--- src/common/dog_pkg.sv ---
package dog_pkg;

  // signed difference of two 8-bit grey levels
  typedef logic signed [8:0] dog_pixel_t;

  // cycles from an address at the memories to valid data
  localparam int READ_LATENCY = 2;

  // one centre plus eight neighbours per layer
  localparam int NBR_COUNT = 9;

  // fetch order of a full load, values double as window slot indices
  typedef enum logic [3:0] {
    TOP    = 4'd0,
    TOPR   = 4'd1,
    RIGHT  = 4'd2,
    BOTR   = 4'd3,
    BOT    = 4'd4,
    BOTL   = 4'd5,
    LEFT   = 4'd6,
    TOPL   = 4'd7,
    MIDDLE = 4'd8,
    NONE   = 4'd9
  } nbr_pos_t;

  typedef enum logic [2:0] {
    IDLE,
    LOAD,
    CHECK,
    WRITE_SECOND,
    ADVANCE,
    FINISH
  } scan_state_t;

endpackage

--- src/common/pixel_read_if.sv ---
`timescale 1ns/1ns

interface pixel_read_if #(
  parameter int DIMENSION = 4
);
  import dog_pkg::*;

  localparam int COORD_W = $clog2(DIMENSION);

  // one-cycle request for the pixel pair at (x, y)
  logic               req;
  logic [COORD_W-1:0] x;
  logic [COORD_W-1:0] y;

  // done pulses when both samples are held
  logic       done;
  dog_pixel_t first_value;
  dog_pixel_t second_value;

  modport requester (
    output req,
    output x,
    output y,
    input  done,
    input  first_value,
    input  second_value
  );

  modport reader (
    input  req,
    input  x,
    input  y,
    output done,
    output first_value,
    output second_value
  );

endinterface

--- src/extrema/extremum_compare.sv ---
`timescale 1ns/1ns

module extremum_compare (
  input  dog_pkg::dog_pixel_t [dog_pkg::NBR_COUNT-1:0] window_own,
  input  dog_pkg::dog_pixel_t [dog_pkg::NBR_COUNT-1:0] window_other,
  output logic                                         is_extremum
);
  import dog_pkg::*;

  // strict signed test against 8 own neighbours and all 9 of the other layer
  always_comb begin : compare_all
    dog_pixel_t centre;
    dog_pixel_t own_nbr;
    dog_pixel_t other_nbr;
    logic       above_all;
    logic       below_all;

    centre    = window_own[MIDDLE];
    above_all = 1'b1;
    below_all = 1'b1;
    for (int i = 0; i < NBR_COUNT; i++) begin
      own_nbr   = window_own[i];
      other_nbr = window_other[i];
      // the centre is not its own neighbour
      if (i != int'(MIDDLE)) begin
        above_all = above_all && (centre > own_nbr);
        below_all = below_all && (centre < own_nbr);
      end
      above_all = above_all && (centre > other_nbr);
      below_all = below_all && (centre < other_nbr);
    end
    // a tie with any neighbour rules out both
    is_extremum = above_all || below_all;
  end

endmodule

--- src/extrema/neighborhood_window.sv ---
`timescale 1ns/1ns

module neighborhood_window #(
  parameter int DIMENSION = 4,
  localparam int COORD_W = $clog2(DIMENSION)
) (
  input  logic                clk,
  input  logic                rst_in,
  input  logic                load_full,
  input  logic                load_shift,
  input  logic [COORD_W-1:0]  x,
  input  logic [COORD_W-1:0]  y,
  output logic                loaded,
  pixel_read_if.requester     rd,
  output dog_pkg::dog_pixel_t [dog_pkg::NBR_COUNT-1:0] first_window,
  output dog_pkg::dog_pixel_t [dog_pkg::NBR_COUNT-1:0] second_window
);
  import dog_pkg::*;

  typedef dog_pixel_t [NBR_COUNT-1:0] window_t;

  nbr_pos_t fetch_pos;
  logic     pending;
  logic     shift_mode;
  logic     last_fetch;

  // slide one column left, the right column is refetched afterwards
  function automatic window_t shift_left(window_t w);
    window_t s;
    s         = w;
    s[TOPL]   = w[TOP];
    s[LEFT]   = w[MIDDLE];
    s[BOTL]   = w[BOT];
    s[TOP]    = w[TOPR];
    s[MIDDLE] = w[RIGHT];
    s[BOT]    = w[BOTR];
    return s;
  endfunction

  // one request per slot, never while a read is outstanding
  assign rd.req = (fetch_pos != NONE) && !pending;

  // a shift ends at BOTR, a full load at MIDDLE
  assign last_fetch = (fetch_pos == MIDDLE) || (shift_mode && fetch_pos == BOTR);

  // neighbour coordinates relative to the current centre
  always_comb begin
    rd.x = x;
    rd.y = y;
    case (fetch_pos)
      TOP: begin
        rd.y = y - 1'b1;
      end
      TOPR: begin
        rd.x = x + 1'b1;
        rd.y = y - 1'b1;
      end
      RIGHT: begin
        rd.x = x + 1'b1;
      end
      BOTR: begin
        rd.x = x + 1'b1;
        rd.y = y + 1'b1;
      end
      BOT: begin
        rd.y = y + 1'b1;
      end
      BOTL: begin
        rd.x = x - 1'b1;
        rd.y = y + 1'b1;
      end
      LEFT: begin
        rd.x = x - 1'b1;
      end
      TOPL: begin
        rd.x = x - 1'b1;
        rd.y = y - 1'b1;
      end
      default: begin
        rd.x = x;
        rd.y = y;
      end
    endcase
  end

  // fetch sequencing
  always_ff @(posedge clk) begin
    if (rst_in) begin
      fetch_pos  <= NONE;
      pending    <= 1'b0;
      shift_mode <= 1'b0;
      loaded     <= 1'b0;
    end else begin
      loaded <= 1'b0;
      if (load_full) begin
        fetch_pos  <= TOP;
        shift_mode <= 1'b0;
      end else if (load_shift) begin
        fetch_pos  <= TOPR;
        shift_mode <= 1'b1;
      end else if (rd.req) begin
        pending <= 1'b1;
      end else if (rd.done) begin
        pending <= 1'b0;
        if (last_fetch) begin
          fetch_pos <= NONE;
          loaded    <= 1'b1;
        end else begin
          fetch_pos <= nbr_pos_t'(fetch_pos + 4'd1);
        end
      end
    end
  end

  // window registers for both layers
  always_ff @(posedge clk) begin
    if (load_shift) begin
      first_window  <= shift_left(first_window);
      second_window <= shift_left(second_window);
    end else if (rd.done) begin
      first_window[fetch_pos]  <= rd.first_value;
      second_window[fetch_pos] <= rd.second_value;
    end
  end

endmodule

--- src/extrema/pixel_reader.sv ---
`timescale 1ns/1ns

module pixel_reader #(
  parameter int DIMENSION = 4,
  localparam int ADDR_W = $clog2(DIMENSION * DIMENSION)
) (
  input  logic                clk,
  input  logic                rst_in,
  pixel_read_if.reader        rd,
  output logic [ADDR_W-1:0]   first_address,
  output logic [ADDR_W-1:0]   second_address,
  input  dog_pkg::dog_pixel_t first_data,
  input  dog_pkg::dog_pixel_t second_data
);
  import dog_pkg::*;

  logic                                busy;
  logic [$clog2(READ_LATENCY + 1)-1:0] wait_count;

  // control: accept a request, count out the memory latency, pulse done
  always_ff @(posedge clk) begin
    if (rst_in) begin
      busy       <= 1'b0;
      wait_count <= '0;
      rd.done    <= 1'b0;
    end else begin
      rd.done <= 1'b0;
      if (!busy && rd.req) begin
        busy       <= 1'b1;
        wait_count <= '0;
      end else if (busy) begin
        if (wait_count == READ_LATENCY) begin
          busy    <= 1'b0;
          rd.done <= 1'b1;
        end else begin
          wait_count <= wait_count + 1'b1;
        end
      end
    end
  end

  // both layers share one address, row-major
  always_ff @(posedge clk) begin
    if (!busy && rd.req) begin
      first_address  <= ADDR_W'(rd.y * DIMENSION + rd.x);
      second_address <= ADDR_W'(rd.y * DIMENSION + rd.x);
    end
  end

  // samples are stable by the last latency cycle
  always_ff @(posedge clk) begin
    if (busy && wait_count == READ_LATENCY) begin
      rd.first_value  <= first_data;
      rd.second_value <= second_data;
    end
  end

endmodule

--- src/extrema/scan_controller.sv ---
`timescale 1ns/1ns

module scan_controller #(
  parameter int DIMENSION = 4,
  localparam int COORD_W = $clog2(DIMENSION)
) (
  input  logic               clk,
  input  logic               rst_in,
  input  logic               enable,
  input  logic               is_extremum_first,
  input  logic               is_extremum_second,
  input  logic               loaded,
  output logic               load_full,
  output logic               load_shift,
  output logic [COORD_W-1:0] x,
  output logic [COORD_W-1:0] y,
  output logic               key_wea,
  output logic [2*COORD_W:0] key_out,
  output logic               done
);
  import dog_pkg::*;

  // last interior coordinate in both directions
  localparam logic [COORD_W-1:0] LAST = COORD_W'(DIMENSION - 2);

  scan_state_t state;

  always_ff @(posedge clk) begin
    if (rst_in) begin
      state      <= IDLE;
      x          <= COORD_W'(1);
      y          <= COORD_W'(1);
      load_full  <= 1'b0;
      load_shift <= 1'b0;
      key_wea    <= 1'b0;
      key_out    <= '0;
      done       <= 1'b0;
    end else begin
      load_full  <= 1'b0;
      load_shift <= 1'b0;
      key_wea    <= 1'b0;
      done       <= 1'b0;
      case (state)
        IDLE: begin
          // enable only counts here, a running scan ignores it
          if (enable) begin
            x         <= COORD_W'(1);
            y         <= COORD_W'(1);
            load_full <= 1'b1;
            state     <= LOAD;
          end
        end
        LOAD: begin
          if (loaded) begin
            state <= CHECK;
          end
        end
        CHECK: begin
          if (is_extremum_first) begin
            key_wea <= 1'b1;
            key_out <= {x, y, 1'b0};
            // second layer hit goes out on the next cycle
            state   <= is_extremum_second ? WRITE_SECOND : ADVANCE;
          end else if (is_extremum_second) begin
            key_wea <= 1'b1;
            key_out <= {x, y, 1'b1};
            state   <= ADVANCE;
          end else begin
            state <= ADVANCE;
          end
        end
        WRITE_SECOND: begin
          key_wea <= 1'b1;
          key_out <= {x, y, 1'b1};
          state   <= ADVANCE;
        end
        ADVANCE: begin
          if (x < LAST) begin
            x          <= x + 1'b1;
            load_shift <= 1'b1;
            state      <= LOAD;
          end else if (y < LAST) begin
            // new row needs all nine neighbours again
            x         <= COORD_W'(1);
            y         <= y + 1'b1;
            load_full <= 1'b1;
            state     <= LOAD;
          end else begin
            state <= FINISH;
          end
        end
        FINISH: begin
          // end marker
          key_wea <= 1'b1;
          key_out <= '0;
          done    <= 1'b1;
          state   <= IDLE;
        end
        default: begin
          state <= IDLE;
        end
      endcase
    end
  end

endmodule

--- src/extrema_detector.sv ---
`timescale 1ns/1ns

module extrema_detector #(
  parameter int DIMENSION = 4,
  localparam int COORD_W = $clog2(DIMENSION),
  localparam int ADDR_W = $clog2(DIMENSION * DIMENSION)
) (
  input  logic                clk,
  input  logic                rst_in,
  input  logic                enable,
  output logic [ADDR_W-1:0]   first_address,
  output logic [ADDR_W-1:0]   second_address,
  input  dog_pkg::dog_pixel_t first_data,
  input  dog_pkg::dog_pixel_t second_data,
  output logic                key_wea,
  output logic [2*COORD_W:0]  key_out,
  output logic                done
);
  import dog_pkg::*;

  logic               load_full;
  logic               load_shift;
  logic               loaded;
  logic [COORD_W-1:0] x;
  logic [COORD_W-1:0] y;
  logic               is_extremum_first;
  logic               is_extremum_second;

  dog_pixel_t [NBR_COUNT-1:0] first_window;
  dog_pixel_t [NBR_COUNT-1:0] second_window;

  pixel_read_if #(.DIMENSION(DIMENSION)) read_bus ();

  scan_controller #(.DIMENSION(DIMENSION)) i_scan_controller (
    .clk               (clk),
    .rst_in            (rst_in),
    .enable            (enable),
    .is_extremum_first (is_extremum_first),
    .is_extremum_second(is_extremum_second),
    .loaded            (loaded),
    .load_full         (load_full),
    .load_shift        (load_shift),
    .x                 (x),
    .y                 (y),
    .key_wea           (key_wea),
    .key_out           (key_out),
    .done              (done)
  );

  neighborhood_window #(.DIMENSION(DIMENSION)) i_neighborhood_window (
    .clk          (clk),
    .rst_in       (rst_in),
    .load_full    (load_full),
    .load_shift   (load_shift),
    .x            (x),
    .y            (y),
    .loaded       (loaded),
    .rd           (read_bus.requester),
    .first_window (first_window),
    .second_window(second_window)
  );

  pixel_reader #(.DIMENSION(DIMENSION)) i_pixel_reader (
    .clk           (clk),
    .rst_in        (rst_in),
    .rd            (read_bus.reader),
    .first_address (first_address),
    .second_address(second_address),
    .first_data    (first_data),
    .second_data   (second_data)
  );

  // each layer's centre is tested against its own window and the other layer
  extremum_compare i_compare_first (
    .window_own  (first_window),
    .window_other(second_window),
    .is_extremum (is_extremum_first)
  );

  extremum_compare i_compare_second (
    .window_own  (second_window),
    .window_other(first_window),
    .is_extremum (is_extremum_second)
  );

endmodule
--- config.mk ---
export PLATFORM = sky130hd
export DESIGN_NAME = extrema_detector
export DESIGN_NICKNAME = d
export VERILOG_FILES = /design/src/common/dog_pkg.sv /design/src/common/pixel_read_if.sv /design/src/extrema/extremum_compare.sv /design/src/extrema/neighborhood_window.sv /design/src/extrema/pixel_reader.sv /design/src/extrema/scan_controller.sv /design/src/extrema_detector.sv
export SDC_FILE = /design/constraint.sdc
export NUM_CORES = 1
export LEC_CHECK = 0
export ABC_CLOCK_PERIOD_IN_PS = 3500
export BUFFER_PORTS_ARGS = -buffer_cell sky130_fd_sc_hd__buf_2
export CORE_ASPECT_RATIO = 1.75
export CORE_UTILIZATION = 40
export DETAILED_ROUTE_END_ITERATION = 8
export GPL_TIMING_DRIVEN = 0
export HOLD_SLACK_MARGIN = 0.03
export PLACE_DENSITY = 0.62
export SYNTH_ARGS = -nofsm -noshare
export SYNTH_HDL_FRONTEND = slang
export SYNTH_SLANG_ARGS = --single-unit
--- constraint.sdc ---
create_clock -name clk -period 3.5 [get_ports clk]
set_input_delay 0.525 -clock clk [delete_from_list [all_inputs] [get_ports clk]]
set_output_delay 0.525 -clock clk [all_outputs]
set_load 0.1 [all_outputs]
==> results of run 1 <==
metrics by stage:
stage                     hold WS (ns)  cells
after floorplan                  0.464   1607
after global placement           0.457   2126
after detailed placement         0.458   2131
after CTS                        0.176   2247
after global routing             0.175   2249
final                            0.189   2249
layout by cell type, fill, tap and decap left out, types with 7 or more instances in the layout:
| cell type | synthesis | layout |
|---|---|---|
| ha_1 | 304 | 304 |
| nand2_1 | 187 | 187 |
| edfxtp_1 | 184 | 184 |
| inv_1 | 175 | 173 |
| o21ai_0 | 156 | 150 |
| buf_4 | 4 | 71 |
| nor2_1 | 66 | 66 |
| a21oi_1 | 71 | 66 |
| nand3_1 | 46 | 46 |
| clkbuf_1 | 32 | 35 |
| buf_2 | 0 | 34 |
| nor2b_1 | 32 | 32 |
| nor3_1 | 34 | 31 |
| nand4_1 | 31 | 31 |
| dfxtp_1 | 27 | 27 |
| nand3b_1 | 24 | 24 |
| a31oi_1 | 20 | 20 |
| clkbuf_16 | 0 | 19 |
| buf_12 | 0 | 19 |
| nor4_1 | 23 | 17 |
| a21o_1 | 14 | 14 |
| a211oi_1 | 13 | 13 |
| nand2b_1 | 10 | 10 |
| o21bai_1 | 15 | 9 |
| o21a_1 | 8 | 8 |
| and4_1 | 7 | 7 |
| nor4_2 | 1 | 7 |
| nor3b_1 | 7 | 7 |
| o21ai_1 | 2 | 7 |
layout make-up:
cell class                 count  area share
multi-input combinational   1183       0.489
clock inverter                 9     0.00397
inverter                     175      0.0370
timing repair buffer         125      0.0624
sequential                   211       0.338
tap                          485      0.0338
buffer                        38     0.00877
clock buffer                  23      0.0279
timing repair:
item	CTS	global route
endpoints found under the setup margin	9	8
hold buffers	0	0
gates resized for setup	8	27
pin swaps	0	5
buffers inserted	84	2
cell families after synthesis:
logic type	count (synthesis)	share of synthesized area
and+or+nand+nor	511	0.168
AOI/OAI and AO/OA	359	0.138
adders and majority gates	304	0.245
buffers and inverters	213	0.0525
DFF	211	0.391
xor gates and xnor gates	6	0.00339
muxes	3	0.00194
metal layers:
| layer | GRT usage | vias to the layer above | share of wire |
|---|---|---|---|
| met4 | 0.215 | 0 | 0.096 |
| met3 | 0.0378 | 206 | 0.052 |
| met5 | 0 | - | 0 |
| met2 | 0.476 | 505 | 0.51 |
| li1 | - | 6221 | - |
| met1 | 0.260 | 6314 | 0.34 |
state kept, by name, summed over array words and instances (netlist names), 2 cells and up:
register,cells
i_neighborhood_window.first_window,81
i_neighborhood_window.second_window,81
i_pixel_reader.rd.first_value,9
i_pixel_reader.rd.second_value,9
i_scan_controller.key_out,5
i_neighborhood_window.fetch_pos,4
i_pixel_reader.first_address,4
i_scan_controller.state,3
i_pixel_reader.wait_count,2
i_scan_controller.x,2
i_scan_controller.y,2
worst max-delay path by stage:
stage	startpoint	endpoint	slack, ns
floorplan	i_neighborhood_window.first_window[74]	i_scan_controller.key_out[0]	0.35
global placement	i_neighborhood_window.second_window[74]	i_scan_controller.key_out[0]	-0.74
detailed placement	i_neighborhood_window.second_window[74]	i_scan_controller.key_out[3]	-0.79
CTS	i_neighborhood_window.first_window[80]	i_scan_controller.key_out[0]	0.02
global route	i_neighborhood_window.first_window[75]	i_scan_controller.key_out[0]	-0.01
finish	i_neighborhood_window.second_window[74]	i_scan_controller.key_out[0]	0.04
report_power, final:
part / total, mW / internal, mW / switching, mW
Clock: 2.02 / 1.09 / 0.926
Combinational: 0.178 / 0.0473 / 0.130
Sequential: 2.74 / 2.72 / 0.0182
==> flow_metrics.tcl, run 1 <==
set metrics [dict create \
    status "complete, no violations" \
    seqCellArea_um2 6070 \
    synth_seq_cells 211 \
    htreeDepth 1 \
    yosysWarnings 0 \
    period_share 0.988 \
    post-route-min-period_ns 3.46 \
    min_path_cells 1 \
    path_max_fanout 6 \
    cp-start-kind "flop" \
    layout.nets 2077 \
    clock_latency_ns 0.51 \
    cts_buffer_depth 3 \
    root_buffer "clkbuf_16" \
    place.port_buffers 34 \
    yosysMostFrequentCell "ha_1" \
    numClockSinks 211 \
    wl_per_cell_um 22.9 \
    syn-cell-area_um2 15500 \
    hpwl_um 36900 \
    syn_inst 1607 \
    cp_num_buf_inv 2 \
    vias 13200 \
    synth.area.top_cells "edfxtp_1, ha_1, o21ai_0" \
    seq_area_frac_synth 0.391 \
    slew_headroom 0.310 \
    crit_cells 12 \
    dr.pass1.iters 5 \
    cp-end-kind "flop" \
    p_total_mw 4.94 \
    multiInputGateArea_um2 8780 \
    clkTransAtPathRegs_ns 0.08 \
    grt.total_usage 0.263 \
    rr_startpoint "i_neighborhood_window.second_window[74]" \
    tightest_slew_ns 1.03 \
    final.setup.tns_ns 0 \
    cts_tree "yes" \
    holdCritPathClass "in2reg" \
    syn_to_final_growth_pct 15.8 \
    critPathMaxStageDelay_ns 0.49 \
    die-area_um2 39600 \
    syn_avg_cell_area_um2 9.65 \
    p_leak_nw 7.53 \
    worstPathCellList "buf_12, buf_4, ha_1, a211oi_1, o221ai_1, a21oi_1, nand4_1, or4_1, o32a_1, a21oi_4, nor3_2, a22o_1" \
    max_freq_mhz 289 \
    synth-edff-count 184 \
    drive_above_1_share 0.111 \
    worst_slack_ns 0.0436 \
    synth_fp_nets 1932 \
    numCtsBuffers 18 \
    async_reset_ff_frac 0 \
    grt-ovfl-total 0 \
    fp.dieH_um 263 \
    placed_cell_area_um2 16400 \
    wl_um 51400 \
    final_cell_area_um2 18000 \
    cp_data_arrival_time_ns 3.86 \
    grt_pass1_vias 13300 \
    yosys.cell_types.count 63 \
    setup_violations 0 \
    worstPathRequired_ns 3.90 \
    post-place-ws_ns -0.791 \
    num_rows 95 \
    antenna_cells 0 \
    maxCapViolCount 0 \
    place_congestion 0.925 \
    final_util 0.469 \
    fp.dieW_um 151 \
    min_to "i_pixel_reader.rd.first_value[8]" \
    yosysTopAreaCell "edfxtp_1" \
    slowest_stage "or4_1" \
    ir_worst_vdd_mv 0.461 \
    path_class "reg2reg" \
    ff2ff_setup_slack_ns 0.04 \
    skew_ns 0.0122 \
    ys.flop_type "edfxtp_1" \
    fp.coreArea_um2 38300 \
    drtIter0Drc 920 \
    ant_nets 0 \
    io_pins 36 \
    routed_via_density 5.89 \
    power_per_cell_area_nw_per_um2 275 \
    route.detailed.drc 0 \
    grt_max_degree 20 \
    hp-start "first_data[8]" \
    r2r_cells 12 \
    yosysTopAreaCellShare 0.356 \
    initial_utilization 0.405 \
    finalHoldViolations 0 \
    drv_slew 0 \
    n_fill_cell 3626 \
    yosys-top-cells-count "ha_1, nand2_1, edfxtp_1" \
    grt_antenna_before_repair 1 \
    grt_pass1_wl_um 76500 \
    cpLargestDelayFamily "compound AO/OA/AOI/OAI gates" \
    worstReg2RegEnd "i_scan_controller.key_out[0]" \
]
Power figures use the tool's default switching activity.
==> run 2, diff against run 1 <==
- BUFFER_PORTS_ARGS: -buffer_cell sky130_fd_sc_hd__buf_2 -> -buffer_cell sky130_fd_sc_hd__clkbuf_2
- CTS_BUF_LIST: default -> sky130_fd_sc_hd__clkbuf_4 sky130_fd_sc_hd__clkbuf_8
- SETUP_SLACK_MARGIN: default -> 0.02
==> run 2 against run 1 <==
  * Combinational power about the same
  * Routed wire length up 0.95%
  * Clock-buffer cell count up 12
  * Total power down 3.2%
  * Largest cell class unchanged
  * Clock skew up 0.0045 ns
  * Critical path depth up 1
  * Highest routed layer is now met5
  * Register-to-register slack about the same
  * Hold slack worse by 0.10 ns
  * Utilization up 0.54 points
  * Clock power down 8%
  * Worst setup slack worse by 0.011 ns
  * Maximum frequency down 0.31%
==> flow_metrics.tcl, run 2 (synthesized netlist as in run 1, its figures left out) <==
set metrics [dict create \
    drive_above_1_share 0.137 \
    met2_usage 0.473 \
    cts_buffer_depth 3 \
    path_max_fanout 5 \
    pwr-share-comb 0.037 \
    grt_pass1_vias 13700 \
    seq_power_share 0.573 \
    p_clk_frac 0.390 \
    grt.total_usage 0.268 \
    setup_violations 0 \
    power_per_cell_area_nw_per_um2 263 \
    slew_headroom 0.297 \
    place_congestion 0.920 \
    initial_utilization 0.405 \
    cts_tree "yes" \
    grt_pass1_wl_um 77800 \
    crit_top_cell "a21oi_4" \
    clkTransAtPathRegs_ns 0.08 \
    wl_um 51900 \
    grt_max_degree 20 \
    finalHoldViolations 0 \
    htreeDepth 1 \
    drtIter0Drc 944 \
    numClockSinks 211 \
    ant_nets 0 \
    period_share 0.991 \
    fp.dieH_um 263 \
    fp.dieW_um 151 \
    final_common_cell "ha_1" \
    skew_ns 0.0167 \
    routed_via_density 5.87 \
    top_usage_layer "met2" \
    worstPathRequired_ns 4.00 \
    switching_share 0.232 \
    holdCritPathClass "in2reg" \
    p_leak_nw 7.63 \
    wl_per_cell_um 22.8 \
    io_pins 36 \
    root_buffer "clkbuf_8" \
    path_class "reg2reg" \
    grt-ovfl-total 0 \
    cp-end-kind "flop" \
    hpwl_um 36800 \
    tightest_slew_ns 1.05 \
    status "complete, no violations" \
    critPathMaxStageDelay_ns 0.55 \
    cp-start-kind "flop" \
    grtUsageMet1 0.267 \
    route.detailed.drc 0 \
    p_total_mw 4.78 \
    worstPathCellList "buf_12, buf_4, ha_4, and4b_1, o21ai_2, a21oi_2, or3_4, or4_4, nor4_4, a21oi_4, a21oi_4, nor3_4, a22o_1" \
    max_freq_mhz 288 \
    internal_power_mw 3.67 \
    dp_cells 2131 \
    slowest_stage "or4_4" \
    grt_antenna_before_repair 2 \
    dr.pass1.iters 5 \
    p_switching_mw 1.11 \
    vias 13400 \
    drv_slew 0 \
    top_regs "i_neighborhood_window.first_window: 81 flops, i_neighborhood_window.second_window: 81 flops" \
    place.port_buffers 34 \
    num_rows 95 \
    ir_worst_vdd_mv 0.398 \
    final_cells 2280 \
    layout.cells.most_common_list "ha_1, nand2_1, edfxtp_1" \
    numCtsBuffers 27 \
    clock_latency_ns 0.62 \
    die-area_um2 39600 \
    layout.nets 2098 \
    grt_use_met3 0.0398 \
    maxCapViolCount 0 \
    cts_hold_buffers 0 \
    fp.coreArea_um2 38300 \
    cp_data_arrival_time_ns 3.96 \
    post-route-min-period_ns 3.47 \
    syn_to_final_growth_pct 17.1 \
]
==> run 2: cell count changes in the layout (fill, tap and decap cells not counted), moves of 7 or more <==
cell,before,now
buf_4,71,81
clkbuf_4,0,7
clkbuf_16,19,0
buf_2,34,0
clkbuf_8,1,28
clkbuf_2,0,34
==> run 2: path summary, 6_finish.rpt <==
check                                                       startpoint                          endpoint  slack [ns]  depth (start not counted)
worst max-delay path            i_neighborhood_window.first_window[73]      i_scan_controller.key_out[3]        0.03                         13
worst min-delay path                                     first_data[8]  i_pixel_reader.rd.first_value[8]        0.09                          1
worst max register to register  i_neighborhood_window.first_window[73]      i_scan_controller.key_out[3]        0.03                         13
worst min register to register            i_scan_controller.key_out[3]      i_scan_controller.key_out[3]        0.49                          1
==> run 2: repair_timing <==
action	CTS	global route
buffers inserted	88	11
resized for setup	14	49
setup endpoints to repair	9	9
pin swaps	1	13
==> run 2: area by class of cell <==
class | count | area (um^2)
multi-input combinational | 1183 | 8910
fill | 3585 | 20100
timing repair buffer | 137 | 1220
antenna | 1 | 2.50
buffer | 38 | 158
sequential | 211 | 6070
clock inverter | 15 | 105
tap | 485 | 607
clock buffer | 35 | 438
inverter | 175 | 664
==> run 2: power by group through the flow <==
stage	registers [mW]	clock network (mW)	logic (mW)
2_1_floorplan	2.81	0	0.100
3_3_place_gp	2.80	0	0.169
3_5_place_dp	2.80	0	0.172
4_1_cts	2.74	1.88	0.177
5_1_grt	2.74	1.99	0.190
6_report	2.74	1.86	0.178
==> run 2: metrics by stage <==
step	utilization	hold WS (ns)	instance area [um^2]	TNS [ns]	worst slack (ns)
3_5_place_dp	0.428	0.465	16400	-6.42	-0.788
6_report	0.475	0.0893	18200	0	0.0329
5_1_grt	0.475	0.0618	18200	-0.218	-0.0539
4_1_cts	0.467	0.0703	17900	0	0.0380
2_1_floorplan	-	0.464	15500	0	0.353
3_3_place_gp	0.426	0.463	16300	-10.85	-0.759
==> run 2: routing by layer <==
metal / wire [um] / share of wire
met1: 17500 / 0.34
met2: 26100 / 0.50
met3: 3000 / 0.058
met4: 5310 / 0.10
met5: 15 / 0.00029
==> run 2: critical path: cells and delay by family, from the launching register on <==
family	cells	cell delay, ns
simple gates	5	1.50
flops	1	0.43
compound gates	5	0.85
fa+ha+maj	1	0.24
buf+inv	2	0.32
